### config.mk
export PLATFORM = sky130hd
export DESIGN_NAME = rv_core
export DESIGN_NICKNAME = d
export VERILOG_FILES = /design/src/rtl/rv_pkg.sv /design/src/rtl/rv_decoder.sv /design/src/rtl/rv_regfile.sv /design/src/rtl/rv_alu.sv /design/src/rtl/rv_hazard_unit.sv /design/src/rtl/rv_pipe_reg.sv /design/src/rtl/rv_core.sv
export SDC_FILE = /design/constraint.sdc
export NUM_CORES = 2
export LEC_CHECK = 0
export ABC_CLOCK_PERIOD_IN_PS = 7430
export BUFFER_PORTS_ARGS = -buffer_cell sky130_fd_sc_hd__buf_4
export CORE_MARGIN = 2
export CORE_UTILIZATION = 45
export CTS_CLUSTER_SIZE = 30
export DETAILED_ROUTE_END_ITERATION = 6
export GPL_TIMING_DRIVEN = 1
export PLACE_DENSITY = 0.66
export SLEW_MARGIN = 20
export SYNTH_ARGS = -nofsm -noshare
export SYNTH_HDL_FRONTEND = slang
export SYNTH_SLANG_ARGS = --single-unit
export TNS_END_PERCENT = 20
### constraint.sdc
create_clock -name clk -period 7.43 [get_ports clk]
set_clock_uncertainty 0.05 [all_clocks]
set_input_delay 0.743 -clock clk [delete_from_list [all_inputs] [get_ports clk]]
set_output_delay 0.743 -clock clk [all_outputs]
set_load 0.02 [all_outputs]
### src/rtl/rv_pkg.sv
////////////////////
// RV32I core package
// Opcodes, control encodings and the payloads of the stage registers
////////////////////
`default_nettype none

package rv_pkg;

   localparam int xlen = 32;
   localparam logic [xlen-1:0] reset_pc = 32'h0001_0000;
   localparam logic [31:0] nop_inst = 32'h0000_0013;   // addi x0,x0,0

   // Major opcodes of the supported subset
   localparam logic [6:0] op_r      = 7'b0110011;
   localparam logic [6:0] op_i      = 7'b0010011;
   localparam logic [6:0] op_load   = 7'b0000011;
   localparam logic [6:0] op_store  = 7'b0100011;
   localparam logic [6:0] op_branch = 7'b1100011;
   localparam logic [6:0] op_lui    = 7'b0110111;
   localparam logic [6:0] op_jal    = 7'b1101111;

   // Operand forward selects
   localparam logic [1:0] fwd_none = 2'b00;
   localparam logic [1:0] fwd_wb   = 2'b01;
   localparam logic [1:0] fwd_mem  = 2'b10;

   typedef enum logic [3:0] {
      alu_add, alu_sub, alu_and, alu_or, alu_xor, alu_slt, alu_pass_b
   } alu_op_e;

   typedef enum logic [2:0] {imm_i, imm_s, imm_b, imm_u, imm_j} imm_sel_e;

   typedef enum logic [1:0] {res_alu, res_load, res_pc4} result_sel_e;

   // Log2 of the access width in bytes
   typedef enum logic [1:0] {size_byte = 2'b00, size_word = 2'b10} byte_size_e;

   typedef struct packed {
      logic        reg_write;
      logic        mem_write;
      logic        mem_req;
      logic        alu_src_imm;
      logic        branch;
      logic        branch_ne;
      logic        jump;
      logic        load_unsigned;
      alu_op_e     alu_op;
      result_sel_e result_sel;
      byte_size_e  byte_size;
   } ctrl_t;

   typedef struct packed {
      logic [xlen-1:0] pc;
      logic [xlen-1:0] pc4;
      logic [31:0]     inst;
   } if_id_t;

   typedef struct packed {
      logic [xlen-1:0] pc;
      logic [xlen-1:0] pc4;
      logic [4:0]      rs1;
      logic [4:0]      rs2;
      logic [4:0]      rd;
      logic [xlen-1:0] rs1_data;
      logic [xlen-1:0] rs2_data;
      logic [xlen-1:0] imm;
      ctrl_t           ctrl;
   } id_ex_t;

   typedef struct packed {
      logic [xlen-1:0] pc4;
      logic [xlen-1:0] alu_out;
      logic [xlen-1:0] store_data;
      logic [4:0]      rd;
      ctrl_t           ctrl;
   } ex_mem_t;

   typedef struct packed {
      logic [xlen-1:0] pc4;
      logic [xlen-1:0] alu_out;
      logic [xlen-1:0] load_data;
      logic [4:0]      rd;
      logic            reg_write;
      result_sel_e     result_sel;
   } mem_wb_t;

endpackage

`default_nettype wire

### src/rtl/rv_decoder.sv
////////////////////
// Instruction decoder
// Control bits and sign-extended immediate for the RV32I subset
////////////////////
`timescale 1ns/10ps
`default_nettype none

module rv_decoder (
   input  wire [31:0]   inst,
   output rv_pkg::ctrl_t ctrl,
   output logic [31:0]  imm
);
   import rv_pkg::*;

   logic [6:0] opcode;
   logic [2:0] funct3;
   logic       r_ok;     // funct7 legal for add/sub and logic ops
   logic       alu_ok;   // funct3 is one of the supported ALU ops
   alu_op_e    alu_fn;
   imm_sel_e   imm_sel;

   assign opcode = inst[6:0];
   assign funct3 = inst[14:12];
   assign r_ok   = !inst[31] && inst[29:25] == 5'd0 && (!inst[30] || funct3 == 3'b000);

   // ALU function shared by register and immediate forms
   always_comb begin
      alu_ok = 1'b1;
      case (funct3)
         3'b000:  alu_fn = (opcode == op_r && inst[30]) ? alu_sub : alu_add;
         3'b111:  alu_fn = alu_and;
         3'b110:  alu_fn = alu_or;
         3'b100:  alu_fn = alu_xor;
         3'b010:  alu_fn = alu_slt;
         default: begin
            alu_fn = alu_add;
            alu_ok = 1'b0;   // Shifts and sltu are not decoded
         end
      endcase
   end

   always_comb begin
      ctrl    = '0;
      imm_sel = imm_i;
      case (opcode)
         op_r: begin
            if (alu_ok && r_ok) begin
               ctrl.reg_write = 1'b1;
               ctrl.alu_op    = alu_fn;
            end
         end
         op_i: begin
            if (alu_ok) begin
               ctrl.reg_write   = 1'b1;
               ctrl.alu_src_imm = 1'b1;
               ctrl.alu_op      = alu_fn;
            end
         end
         op_load: begin
            if (funct3 == 3'b000 || funct3 == 3'b010) begin
               ctrl.reg_write   = 1'b1;
               ctrl.mem_req     = 1'b1;
               ctrl.alu_src_imm = 1'b1;
               ctrl.result_sel  = res_load;
               ctrl.byte_size   = funct3[1] ? size_word : size_byte;
            end
         end
         op_store: begin
            imm_sel = imm_s;
            if (funct3 == 3'b000 || funct3 == 3'b010) begin
               ctrl.mem_write   = 1'b1;
               ctrl.mem_req     = 1'b1;
               ctrl.alu_src_imm = 1'b1;
               ctrl.byte_size   = funct3[1] ? size_word : size_byte;
            end
         end
         op_branch: begin
            imm_sel = imm_b;
            if (funct3[2:1] == 2'b00) begin   // beq, bne
               ctrl.branch    = 1'b1;
               ctrl.branch_ne = funct3[0];
               ctrl.alu_op    = alu_sub;
            end
         end
         op_lui: begin
            imm_sel          = imm_u;
            ctrl.reg_write   = 1'b1;
            ctrl.alu_src_imm = 1'b1;
            ctrl.alu_op      = alu_pass_b;
         end
         op_jal: begin
            imm_sel         = imm_j;
            ctrl.reg_write  = 1'b1;
            ctrl.jump       = 1'b1;
            ctrl.result_sel = res_pc4;   // Link value
         end
         default: ;
      endcase
   end

   always_comb begin
      case (imm_sel)
         imm_s:   imm = {{20{inst[31]}}, inst[31:25], inst[11:7]};
         imm_b:   imm = {{19{inst[31]}}, inst[31], inst[7], inst[30:25], inst[11:8], 1'b0};
         imm_u:   imm = {inst[31:12], 12'd0};
         imm_j:   imm = {{11{inst[31]}}, inst[31], inst[19:12], inst[20], inst[30:21], 1'b0};
         default: imm = {{20{inst[31]}}, inst[31:20]};
      endcase
   end

endmodule

`default_nettype wire

### src/rtl/rv_regfile.sv
////////////////////
// Register file, 32 x 32
// x0 reads zero, write data bypassed to reads
////////////////////
`timescale 1ns/10ps
`default_nettype none

module rv_regfile (
   input  wire        clk,
   input  wire        rst_n,
   input  wire [4:0]  rs1_addr,
   input  wire [4:0]  rs2_addr,
   output logic [31:0] rs1_data,
   output logic [31:0] rs2_data,
   input  wire        wr_en,
   input  wire [4:0]  wr_addr,
   input  wire [31:0] wr_data
);

   logic [31:0] regs [1:31];
   logic        wr_live;   // A real write, never to x0

   assign wr_live = wr_en && wr_addr != 5'd0;

   always_ff @(posedge clk or negedge rst_n) begin
      if (!rst_n) begin
         for (int i = 1; i < 32; i++) begin
            regs[i] <= '0;
         end
      end else if (wr_live) begin
         regs[wr_addr] <= wr_data;
      end
   end

   // WB result visible to ID in the same cycle
   assign rs1_data = (rs1_addr == 5'd0) ? '0 :
                     (wr_live && wr_addr == rs1_addr) ? wr_data : regs[rs1_addr];
   assign rs2_data = (rs2_addr == 5'd0) ? '0 :
                     (wr_live && wr_addr == rs2_addr) ? wr_data : regs[rs2_addr];

endmodule

`default_nettype wire

### src/rtl/rv_alu.sv
////////////////////
// Integer ALU
// Add, sub, logic ops, signed compare and pass for lui
////////////////////
`timescale 1ns/10ps
`default_nettype none

module rv_alu (
   input  wire [31:0]      a,
   input  wire [31:0]      b,
   input  wire rv_pkg::alu_op_e op,
   output logic [31:0]     result,
   output logic            zero
);
   import rv_pkg::*;

   always_comb begin
      case (op)
         alu_add:    result = a + b;
         alu_sub:    result = a - b;
         alu_and:    result = a & b;
         alu_or:     result = a | b;
         alu_xor:    result = a ^ b;
         alu_slt:    result = {31'd0, $signed(a) < $signed(b)};
         alu_pass_b: result = b;   // lui
         default:    result = '0;
      endcase
   end

   // Branch compare runs as a subtraction
   assign zero = (result == '0);

endmodule

`default_nettype wire

### src/rtl/rv_hazard_unit.sv
////////////////////
// Hazard unit
// Operand forwarding, load-use stall and redirect flush
////////////////////
`timescale 1ns/10ps
`default_nettype none

module rv_hazard_unit (
   input  wire [4:0]  id_rs1,
   input  wire [4:0]  id_rs2,
   input  wire [4:0]  ex_rs1,
   input  wire [4:0]  ex_rs2,
   input  wire [4:0]  ex_rd,
   input  wire [4:0]  mem_rd,
   input  wire [4:0]  wb_rd,
   input  wire        ex_is_load,
   input  wire        mem_reg_write,
   input  wire        wb_reg_write,
   input  wire        ex_redirect,
   output logic [1:0] fwd_a,
   output logic [1:0] fwd_b,
   output logic       stall_if,
   output logic       stall_id,
   output logic       flush_if_id,
   output logic       flush_id_ex
);
   import rv_pkg::*;

   logic load_use;

   function automatic logic [1:0] fwd_select(input logic [4:0] rs);
      logic [1:0] sel;
      sel = fwd_none;
      if (wb_reg_write && wb_rd != 5'd0 && wb_rd == rs) sel = fwd_wb;
      if (mem_reg_write && mem_rd != 5'd0 && mem_rd == rs) sel = fwd_mem;   // Younger wins
      return sel;
   endfunction

   always_comb begin
      fwd_a = fwd_select(ex_rs1);
      fwd_b = fwd_select(ex_rs2);
   end

   // Load in EX feeding the instruction in ID
   assign load_use = ex_is_load && ex_rd != 5'd0 && (ex_rd == id_rs1 || ex_rd == id_rs2);

   assign stall_if    = load_use;
   assign stall_id    = load_use;
   assign flush_if_id = ex_redirect;
   assign flush_id_ex = ex_redirect | load_use;   // Bubble into EX

endmodule

`default_nettype wire

### src/rtl/rv_pipe_reg.sv
////////////////////
// Pipeline stage register
// Stall holds, flush loads the reset payload
////////////////////
`timescale 1ns/10ps
`default_nettype none

module rv_pipe_reg #(
   parameter type      payload_t   = logic,
   parameter payload_t reset_value = '0
) (
   input  wire           clk,
   input  wire           rst_n,
   input  wire           stall,
   input  wire           flush,
   input  wire payload_t d,
   output payload_t      q
);

   always_ff @(posedge clk or negedge rst_n) begin
      if (!rst_n) begin
         q <= reset_value;
      end else if (flush) begin
         q <= reset_value;
      end else if (!stall) begin
         q <= d;
      end
   end

endmodule

`default_nettype wire

### src/rtl/rv_core.sv
////////////////////
// rv_core, five-stage RV32I pipeline
// Fetch, decode, execute, memory and write-back with hazard control
////////////////////
`timescale 1ns/10ps
`default_nettype none

module rv_core (
   input  wire        clk,
   input  wire        rst_n,
   output logic [31:0] pc,
   input  wire [31:0] inst,
   output logic [31:0] data_addr,
   output logic [31:0] store_data,
   output logic       mem_req,
   output logic       write,
   output logic [1:0] byte_size,
   input  wire [31:0] load_data
);
   import rv_pkg::*;

   localparam if_id_t if_id_reset = '{pc: '0, pc4: '0, inst: nop_inst};

   if_id_t  if_id_d, if_id_q;
   id_ex_t  id_ex_d, id_ex_q;
   ex_mem_t ex_mem_d, ex_mem_q;
   mem_wb_t mem_wb_d, mem_wb_q;

   logic [31:0] pc4, branch_target;
   logic [31:0] rs1_data, rs2_data, id_imm;
   ctrl_t       id_ctrl;
   logic [31:0] operand_a, ex_store_data, alu_b, alu_out;
   logic [31:0] mem_fwd, wb_result;
   logic [7:0]  load_byte;
   logic [31:0] load_value;
   logic        alu_zero, ex_redirect;
   logic [1:0]  fwd_a, fwd_b;
   logic        stall_if, stall_id, flush_if_id, flush_id_ex;

   // Fetch
   assign pc4 = pc + 32'd4;

   always_ff @(posedge clk or negedge rst_n) begin
      if (!rst_n) begin
         pc <= reset_pc;
      end else if (!stall_if) begin
         pc <= ex_redirect ? branch_target : pc4;
      end
   end

   assign if_id_d = '{pc: pc, pc4: pc4, inst: inst};

   rv_pipe_reg #(.payload_t(if_id_t), .reset_value(if_id_reset)) i_if_id (
      .clk(clk), .rst_n(rst_n), .stall(stall_id), .flush(flush_if_id),
      .d(if_id_d), .q(if_id_q)
   );

   // Decode
   rv_decoder i_decoder (.inst(if_id_q.inst), .ctrl(id_ctrl), .imm(id_imm));

   rv_regfile i_regfile (
      .clk(clk), .rst_n(rst_n),
      .rs1_addr(if_id_q.inst[19:15]), .rs2_addr(if_id_q.inst[24:20]),
      .rs1_data(rs1_data), .rs2_data(rs2_data),
      .wr_en(mem_wb_q.reg_write), .wr_addr(mem_wb_q.rd), .wr_data(wb_result)
   );

   assign id_ex_d = '{pc: if_id_q.pc, pc4: if_id_q.pc4,
                      rs1: if_id_q.inst[19:15], rs2: if_id_q.inst[24:20],
                      rd: if_id_q.inst[11:7], rs1_data: rs1_data, rs2_data: rs2_data,
                      imm: id_imm, ctrl: id_ctrl};

   rv_pipe_reg #(.payload_t(id_ex_t)) i_id_ex (
      .clk(clk), .rst_n(rst_n), .stall(1'b0), .flush(flush_id_ex),
      .d(id_ex_d), .q(id_ex_q)
   );

   // Execute
   always_comb begin
      case (fwd_a)
         fwd_mem: operand_a = mem_fwd;
         fwd_wb:  operand_a = wb_result;
         default: operand_a = id_ex_q.rs1_data;
      endcase
      case (fwd_b)
         fwd_mem: ex_store_data = mem_fwd;
         fwd_wb:  ex_store_data = wb_result;
         default: ex_store_data = id_ex_q.rs2_data;
      endcase
   end

   assign alu_b = id_ex_q.ctrl.alu_src_imm ? id_ex_q.imm : ex_store_data;

   rv_alu i_alu (.a(operand_a), .b(alu_b), .op(id_ex_q.ctrl.alu_op),
                 .result(alu_out), .zero(alu_zero));

   assign branch_target = id_ex_q.pc + id_ex_q.imm;   // Branch and jal
   assign ex_redirect   = (id_ex_q.ctrl.branch && (alu_zero ^ id_ex_q.ctrl.branch_ne))
                          || id_ex_q.ctrl.jump;

   assign ex_mem_d = '{pc4: id_ex_q.pc4, alu_out: alu_out, store_data: ex_store_data,
                       rd: id_ex_q.rd, ctrl: id_ex_q.ctrl};

   rv_pipe_reg #(.payload_t(ex_mem_t)) i_ex_mem (
      .clk(clk), .rst_n(rst_n), .stall(1'b0), .flush(1'b0),
      .d(ex_mem_d), .q(ex_mem_q)
   );

   // Memory
   assign data_addr  = ex_mem_q.alu_out;
   assign store_data = ex_mem_q.store_data;
   assign mem_req    = ex_mem_q.ctrl.mem_req;
   assign write      = ex_mem_q.ctrl.mem_write;
   assign byte_size  = ex_mem_q.ctrl.byte_size;

   // Byte lane of the returned word
   assign load_byte  = load_data[{data_addr[1:0], 3'b000} +: 8];
   assign load_value = (ex_mem_q.ctrl.byte_size == size_byte) ?
                       {{24{load_byte[7] & ~ex_mem_q.ctrl.load_unsigned}}, load_byte} :
                       load_data;

   // jal in MEM forwards its link value
   assign mem_fwd = (ex_mem_q.ctrl.result_sel == res_pc4) ? ex_mem_q.pc4 : ex_mem_q.alu_out;

   assign mem_wb_d = '{pc4: ex_mem_q.pc4, alu_out: ex_mem_q.alu_out, load_data: load_value,
                       rd: ex_mem_q.rd, reg_write: ex_mem_q.ctrl.reg_write,
                       result_sel: ex_mem_q.ctrl.result_sel};

   rv_pipe_reg #(.payload_t(mem_wb_t)) i_mem_wb (
      .clk(clk), .rst_n(rst_n), .stall(1'b0), .flush(1'b0),
      .d(mem_wb_d), .q(mem_wb_q)
   );

   // Write-back
   always_comb begin
      case (mem_wb_q.result_sel)
         res_load: wb_result = mem_wb_q.load_data;
         res_pc4:  wb_result = mem_wb_q.pc4;
         default:  wb_result = mem_wb_q.alu_out;
      endcase
   end

   rv_hazard_unit i_hazard (
      .id_rs1(if_id_q.inst[19:15]), .id_rs2(if_id_q.inst[24:20]),
      .ex_rs1(id_ex_q.rs1), .ex_rs2(id_ex_q.rs2), .ex_rd(id_ex_q.rd),
      .mem_rd(ex_mem_q.rd), .wb_rd(mem_wb_q.rd),
      .ex_is_load(id_ex_q.ctrl.mem_req && !id_ex_q.ctrl.mem_write),
      .mem_reg_write(ex_mem_q.ctrl.reg_write), .wb_reg_write(mem_wb_q.reg_write),
      .ex_redirect(ex_redirect),
      .fwd_a(fwd_a), .fwd_b(fwd_b),
      .stall_if(stall_if), .stall_id(stall_id),
      .flush_if_id(flush_if_id), .flush_id_ex(flush_id_ex)
   );

endmodule

`default_nettype wire

# Word-level counts from Yosys, hierarchy flattened
# Cells that the tools add are included.
# W data, S select, Z words.
[totals]
ff_bits = 1524
latch_bits = 0
ramBits = 0
mem_bits_ro = 0
input_bits = 66
word_cells = 218
memories = 0
[classes]
add_sub_neg = 4
mul = 0
n_div = 0
magnitude_cmp = 5
eq_ne = 37
shift = 1
muxes = 54
bitwise_logic = 10
reduce_logical = 37
[op_table]
columns = ["operator", "n"]
rows = [
  ["$bwmux W992", 1],
  ["$mux W32", 13],
  ["$bmux W32 S5", 2],
  ["$pmux W32 S7", 1],
  ["$mux W96", 2],
  ["$pmux W32 S2", 3],
  ["$mux W191", 1],
  ["$demux W32 S5", 1],
  ["$pmux W31 S4", 1],
  ["$add A32 B32 Y32", 2],
  ["$eq A5 B5 Y1", 8],
  ["$add A32 B3 Y32 const B", 1],
  ["$and A32 B32 Y32", 1],
  ["$logic_not A32 Y1", 1],
  ["$lt A32 B32 Y1", 1],
  ["$or A32 B32 Y32", 1],
  ["$shiftx A32 B6 Y8", 1],
  ["$sub A32 B32 Y32", 1],
  ["$xor A32 B32 Y32", 1],
  ["$eq A7 B6 Y1 const B", 3],
  ["$pmux W4 S5", 1],
  ["$ge A6 B6 Y1 const B", 3],
  ["$not A5 Y6", 3],
  ["$logic_and A1 B1 Y1", 17],
  ["other kinds (35)", 78],
]

# Depth between registers and ports, before layout
[depth]
word_depth = 16
ltp_mapped = 29
ltp_nobuf = 25

# By module
# From an unflattened synthesis, not the netlist that was laid out.
[unflattened]
hier_cells = 7376
hier_area_um2 = 87979.4
[by_module_without_submodules]
columns = ["module", "n_inst", "cells_per_inst", "area_per_inst_um2", "seq_area_each_um2"]
rows = [
  ["rv_regfile", 1, 3689, 53209.8, 24823.8],
  ["rv_pipe_reg at i_id_ex", 1, 615, 7827.5, 4779.6],
  ["rv_core", 1, 1021, 7001.7, 802.0],
  ["rv_alu", 1, 873, 6038.3, 0.0],
  ["rv_pipe_reg at i_ex_mem", 1, 377, 4717.0, 2927.8],
  ["rv_pipe_reg at i_mem_wb", 1, 336, 4227.8, 2602.5],
  ["rv_pipe_reg at i_if_id", 1, 310, 3903.7, 2406.1],
  ["rv_decoder", 1, 102, 635.6, 0.0],
  ["rv_hazard_unit", 1, 53, 417.9, 0.0],
]

# Least setup slack after synthesis
# OpenSTA, ideal clock, no wires.
[synth_path]
kind = "reg-to-reg"
start = "reg i_ex_mem.q[17] (netlist bit)"
end = "reg i_id_ex.q[160] (netlist bit)"
setup_ns = 0.066
arrival_time_ns = 6.861
setup_slack_ns = 0.453
stages_incl_launch_ff = 27
n_path_buf = 6
cell_sequence = "dfrtp_1 > or4_1 > o21a_1 > nand3_1 > buf_2 > buf_1 > buf_1 > mux2i_1 > mux2_2 > ha_1 > clkbuf_1 > nor2b_1 > a211o_1 > a21oi_1 > nand4_1 > a31o_2 > o32a_1 > or4_1 > nor4b_1 > nand4_1 > nor2_1 > mux2i_2 > nand2_4 > nor2_1 > buf_2 > buf_2 > and2_1"
[synth_via]
elab_chain_cells = 15
elab_cells_between_ends = 28
[synth_rtl]
columns = ["element", "line", "rtl"]
rows = [
  ["from (decl)", "rv_pipe_reg.sv:17", "output payload_t q"],
  ["from (signal assigned)", "rv_pipe_reg.sv:22", "q <= reset_value;"],
  ["from (signal assigned)", "rv_pipe_reg.sv:24", "q <= reset_value;"],
  ["$reduce_bool A5 Y1", "rv_hazard_unit.sv:35", "if (mem_reg_write && mem_rd != 5'd0 && mem_rd == rs) sel = fwd_mem;"],
  ["$logic_and A1 B1 Y1", "rv_hazard_unit.sv:35", ""],
  ["$logic_and A1 B1 Y1 (*)", "rv_hazard_unit.sv:35", ""],
  ["$mux W2 (*)", "rv_hazard_unit.sv:35", ""],
  ["$eq A2 B1 Y1 or $eq A2 B2 Y1 (tied branches)", "rv_core.sv:85", "case (fwd_b)"],
  ["$pmux W32 S2 (*)", "rv_core.sv:85", ""],
  ["named net ex_store_data[2]", "rv_core.sv:32", "logic [31:0] operand_a, ex_store_data, alu_b, alu_out;"],
  ["$mux W32 (*)", "rv_core.sv:92", "assign alu_b = id_ex_q.ctrl.alu_src_imm ? id_ex_q.imm : ex_store_data;"],
  ["$sub A32 B32 Y32 or $add A32 B32 Y32 (tied branches)", "rv_alu.sv:20, rv_alu.sv:19", ""],
  ["$pmux W32 S7 (*)", "rv_alu.sv:18", "case (op)"],
  ["named net alu_out[15]", "rv_core.sv:32", ""],
  ["$logic_not A32 Y1 (*)", "rv_alu.sv:31", "assign zero = (result == '0);"],
  ["$xor A1 B1 Y1 (*)", "rv_core.sv:98", "assign ex_redirect = (id_ex_q.ctrl.branch && (alu_zero ^ id_ex_q.ctrl.branch_ne))"],
  ["$logic_and A1 B1 Y1 (*)", "rv_core.sv:98", ""],
  ["$logic_or A1 B1 Y1 (*)", "rv_core.sv:99", "|| id_ex_q.ctrl.jump;"],
  ["$or A1 B1 Y1 (*)", "rv_hazard_unit.sv:50", "assign flush_id_ex = ex_redirect | load_use;"],
  ["$mux W191 (*)", "rv_pipe_reg.sv:23", "end else if (flush) begin"],
  ["to (signal assigned)", "rv_pipe_reg.sv:22", ""],
  ["to (signal assigned)", "rv_pipe_reg.sv:24", ""],
  ["to (decl)", "rv_pipe_reg.sv:17", ""],
]
# The timed path passes the listed nets; every way through them passes the cells marked *.
# A chain may end at the register's enable or synchronous reset.

# Final worst setup path
[layout_path]
start = "reg i_mem_wb.q[1] (netlist bit)"
end = "reg pc[0]"
[layout_via]
elab_chain_cells = 11
elab_cells_between_ends = 18
[layout_rtl]
columns = ["element", "line", "rtl"]
rows = [
  ["from (decl)", "rv_pipe_reg.sv:17", ""],
  ["from (signal assigned)", "rv_pipe_reg.sv:22", ""],
  ["from (signal assigned)", "rv_pipe_reg.sv:24", ""],
  ["$eq A2 B2 Y1 or $eq A2 B1 Y1 (tied branches)", "rv_core.sv:136", "case (mem_wb_q.result_sel)"],
  ["$pmux W32 S2 (*)", "rv_core.sv:136", ""],
  ["$pmux W32 S2", "rv_core.sv:85", ""],
  ["$mux W32", "rv_core.sv:92", ""],
  ["$sub A32 B32 Y32, or another cell as far along", "rv_alu.sv:20", "alu_sub: result = a - b;"],
  ["$pmux W32 S7 (*)", "rv_alu.sv:18", ""],
  ["named net alu_out[25]", "rv_core.sv:32", ""],
  ["$logic_not A32 Y1 (*)", "rv_alu.sv:31", ""],
  ["$xor A1 B1 Y1 (*)", "rv_core.sv:98", ""],
  ["$logic_and A1 B1 Y1 (*)", "rv_core.sv:98", ""],
  ["$logic_or A1 B1 Y1 (*)", "rv_core.sv:99", ""],
  ["$mux W32 (*)", "rv_core.sv:47", "pc <= ex_redirect ? branch_target : pc4;"],
  ["to (signal assigned)", "rv_core.sv:45", "pc <= reset_pc;"],
  ["to (signal assigned)", "rv_core.sv:47", ""],
  ["to (decl)", "rv_core.sv:11", "output logic [31:0] pc,"],
]
# Marked as above.

==> flow_summary.toml <==
[status]
outcome = "finished, final reports clean"

[critical_path]
critical_path_class = "reg -> reg"
crit_arrival_ns = 7.93
rr_startpoint = "i_mem_wb.q[1]"
critPathMostFrequentCell = "buf_4"
cp-start-kind = "flip-flop"
critPathLaunch = "i_mem_wb.q[1]"
required_ns = 8.10
cp-end-kind = "flip-flop"
reg2reg_to = "pc[0]"
crit_path_end = "pc[0]"
reg2regPathDepth = 25
path_depth = 25
slowest_stage = "nor4_1"
cp_max_fo = 20
cp_top_family = "compound AO/OA/AOI/OAI gates"
regToRegSetupSlack_ns = 0.17
cp_num_buf_inv = 5
critPathMaxStageDelay_ns = 0.66

[global_routing]
groute.usage.overall_pct = 31.0
grt_pass1_wl_um = 416000
grt_max_degree = 175
grt_pass1_vias = 61000
overflow = 0
antenna_found_initial = 12

[place]
place_hpwl_um = 186000
port_buffers = 164
dp_cells = 9695
place.gp.congestion = 0.997

[clock_tree]
ctsLongestPathBuffers = 3
cts_root_buf = "clkbuf_16"
cts_tree = "yes"
cts.sinks = 1514
cts_made_buffers = 163
cts.reportedPaths.clkPinSlew_ns = 0.07
clkLatencyLatePin_ns = 0.85
h-tree-depth = 4

[routing]
postRouteAntennaNets = 0
drc_errors = 0
initialDrtViolationCount = 7275
routedWlPerCell_um = 28.1
viasPerCell = 6.19
drt-pass1-iter-count = 7
vias = 61900
wl_um = 281000

[floorplanning]
design.die.area_mm2 = 0.183
row_count = 155
coreArea_mm2 = 0.178
die_h_um = 427
initial_core_util_pct = 45.3
io_pins = 166
die_w_um = 427

[logic_synthesis]
yosysMostFrequentCell = "dfrtp_1"
ys_seq_elements = 1514
synth_mux_area_share_pct = 20.3
synth_fa_ha_area_share_pct = 2.17
synth_area_leader_cell = "dfrtp_1"
synth_edf_count = 0
synthTopCellsByArea = "dfrtp_1 47%, mux4_2 16%, o21ai_0 7.2%, nand2_1 6.4%, mux2i_1 2.9%"
synthesis.area_mm2 = 0.0807
synth_compound_area_share_pct = 14.0
synth_top_area_share_pct = 46.8
synth_top_family_by_area = "multiplexers"
syn_inst = 7590
async_flop_share_pct = 100
synth.avg_cell_area_um2 = 10.6
yosysUniqueCellTypes = 90
synth_xor_area_share_pct = 1.12
ys_warn_count = 0
synthSimpleGateAreaFrac_pct = 11.0
synthesis.nets = 7794
ys.flop_type = "dfrtp_1"
yosysSeqAreaShare_pct = 47.0
yosys-top-cells-count = "1510 x dfrtp_1, 1376 x nand2_1, 1157 x o21ai_0"

[pwr]
power_density_mw_per_mm2 = 217
vdd_ir_drop_max_v = 0.000183
power.leakage_nw = 39.3

[finish]
fill_cells = 15600
multi_input_area_mm2 = 0.0396
seqCellArea_mm2 = 0.0379
final_cells = 10000
nets = 7711
syn_to_final_growth_pct = 12.5
drive_above_1_share_pct = 20.3
fin_util_pct = 50.9

[timing]
finalCriticalPeriod_ns = 7.26
hold_violations = 0
setup_viol = 0
drv_slew = 0
worstMarginPinSlew_ns = 1.13
slew_headroom_pct = 24.5
max_freq_ghz = 0.138
fin_crit_sh_pct = 97.7

[hold_path]
holdCritPathClass = "in -> reg"
hp-start = "load_data[14]"

[job]
maxCapViolCount = 0
-- worst min-delay path by stage --
stage / to / depth (start not counted)
6_report: i_mem_wb.q[22] / 3
5_1_grt: i_mem_wb.q[22] / 3
4_1_cts: i_mem_wb.q[22] / 3
3_5_place_dp: i_ex_mem.q[115] / 0
3_3_place_gp: i_ex_mem.q[113] / 0
2_1_floorplan: i_ex_mem.q[100] / 0
-- cells by family (layout without fill, tap and decap cells) --
logic type,after synthesis,in the layout
buffers and inverters,866,911
xor gates and xnor gates,103,103
DFF,1514,1514
AOI/OAI and AO/OA,1953,1953
and+or+nand+nor,2109,2109
muxes,906,906
other,1,16
adders and majority gates,138,138
-- flip-flops by register name (all words and copies together), names as in the netlist --
name            count
i_if_id.q          94
i_regfile.regs    992
pc                 32
i_ex_mem.q        107
i_id_ex.q         185
i_mem_wb.q        104
-- cell usage in the layout, fill, tap and decap left out, types with 25 or more instances in the layout --
master / instances
a211oi_1: 54
a21o_1: 32
a21oi_1: 292
a22o_1: 68
a22oi_1: 47
and2_1: 91
and3_1: 32
buf_12: 34
buf_4: 440
clkbuf_16: 164
clkbuf_8: 33
clkinv_2: 26
dfrtp_1: 1498
ha_1: 133
inv_1: 137
mux2_2: 92
mux2i_1: 233
mux4_2: 577
nand2_1: 1345
nand2_2: 30
nand3_1: 60
nor2_1: 320
nor2b_1: 27
nor3_1: 48
o211ai_1: 28
o21a_1: 38
o21ai_0: 1149
o22ai_1: 25
xnor2_1: 73
xor2_1: 30
-- per-layer routing --
layer,track usage (%),vias to the layer above,wire length [um]
met5,0,-,0
met4,15.0,0,14900
met3,5.36,582,23200
met2,47.9,2808,130000
met1,42.5,31500,113000
li1,-,27000,-
-- area by class of cell --
type | instances | share of cell area [%]
inverter | 139 | 0.575
sequential | 1514 | 41.8
timing repair buffer | 479 | 4.47
antenna | 15 | 0.0413
tap | 2355 | 3.25
clock inverter | 72 | 1.17
multi-input combinational | 5210 | 43.6
clock buffer | 221 | 5.12
-- stage by stage --
stage | setup TNS, ns | power (mW) | area, um2 | hold WS, ns | worst slack, ns
after floorplan | 0 | 10.1 | 80700 | 0.281 | 0.453
after global placement | -52.85 | 11.1 | 84900 | 0.283 | -0.297
after detailed placement | -54.78 | 11.1 | 84900 | 0.286 | -0.293
after CTS | 0 | 19.8 | 90600 | 0.0335 | 0.00189
after global routing | -0.143 | 20.3 | 90800 | 0.0821 | -0.0279
final | 0 | 19.7 | 90800 | 0.0917 | 0.173
-- power breakdown --
group / total, mW / internal (mW) / switching, mW
clock network: 8.73 / 5.11 / 3.62
registers: 9.18 / 8.64 / 0.532
logic: 1.82 / 0.740 / 1.08
-- what timing repair did --
action / 4_1_cts / 5_1_grt
pin swaps: 0 / 1
gates resized for setup: 5 / 28
hold buffers: 1 / 0
buffers inserted: 0 / 0
hold endpoints to repair: 113 / 0
setup endpoints to repair: 302 / 304
-- tightest hold or removal path, cell delays in order --
cell,delay [ns]
buf_4,0.09
nand2_1,0.05
nand2_1,0.05
No activity file was read; power rests on OpenSTA's default activity.
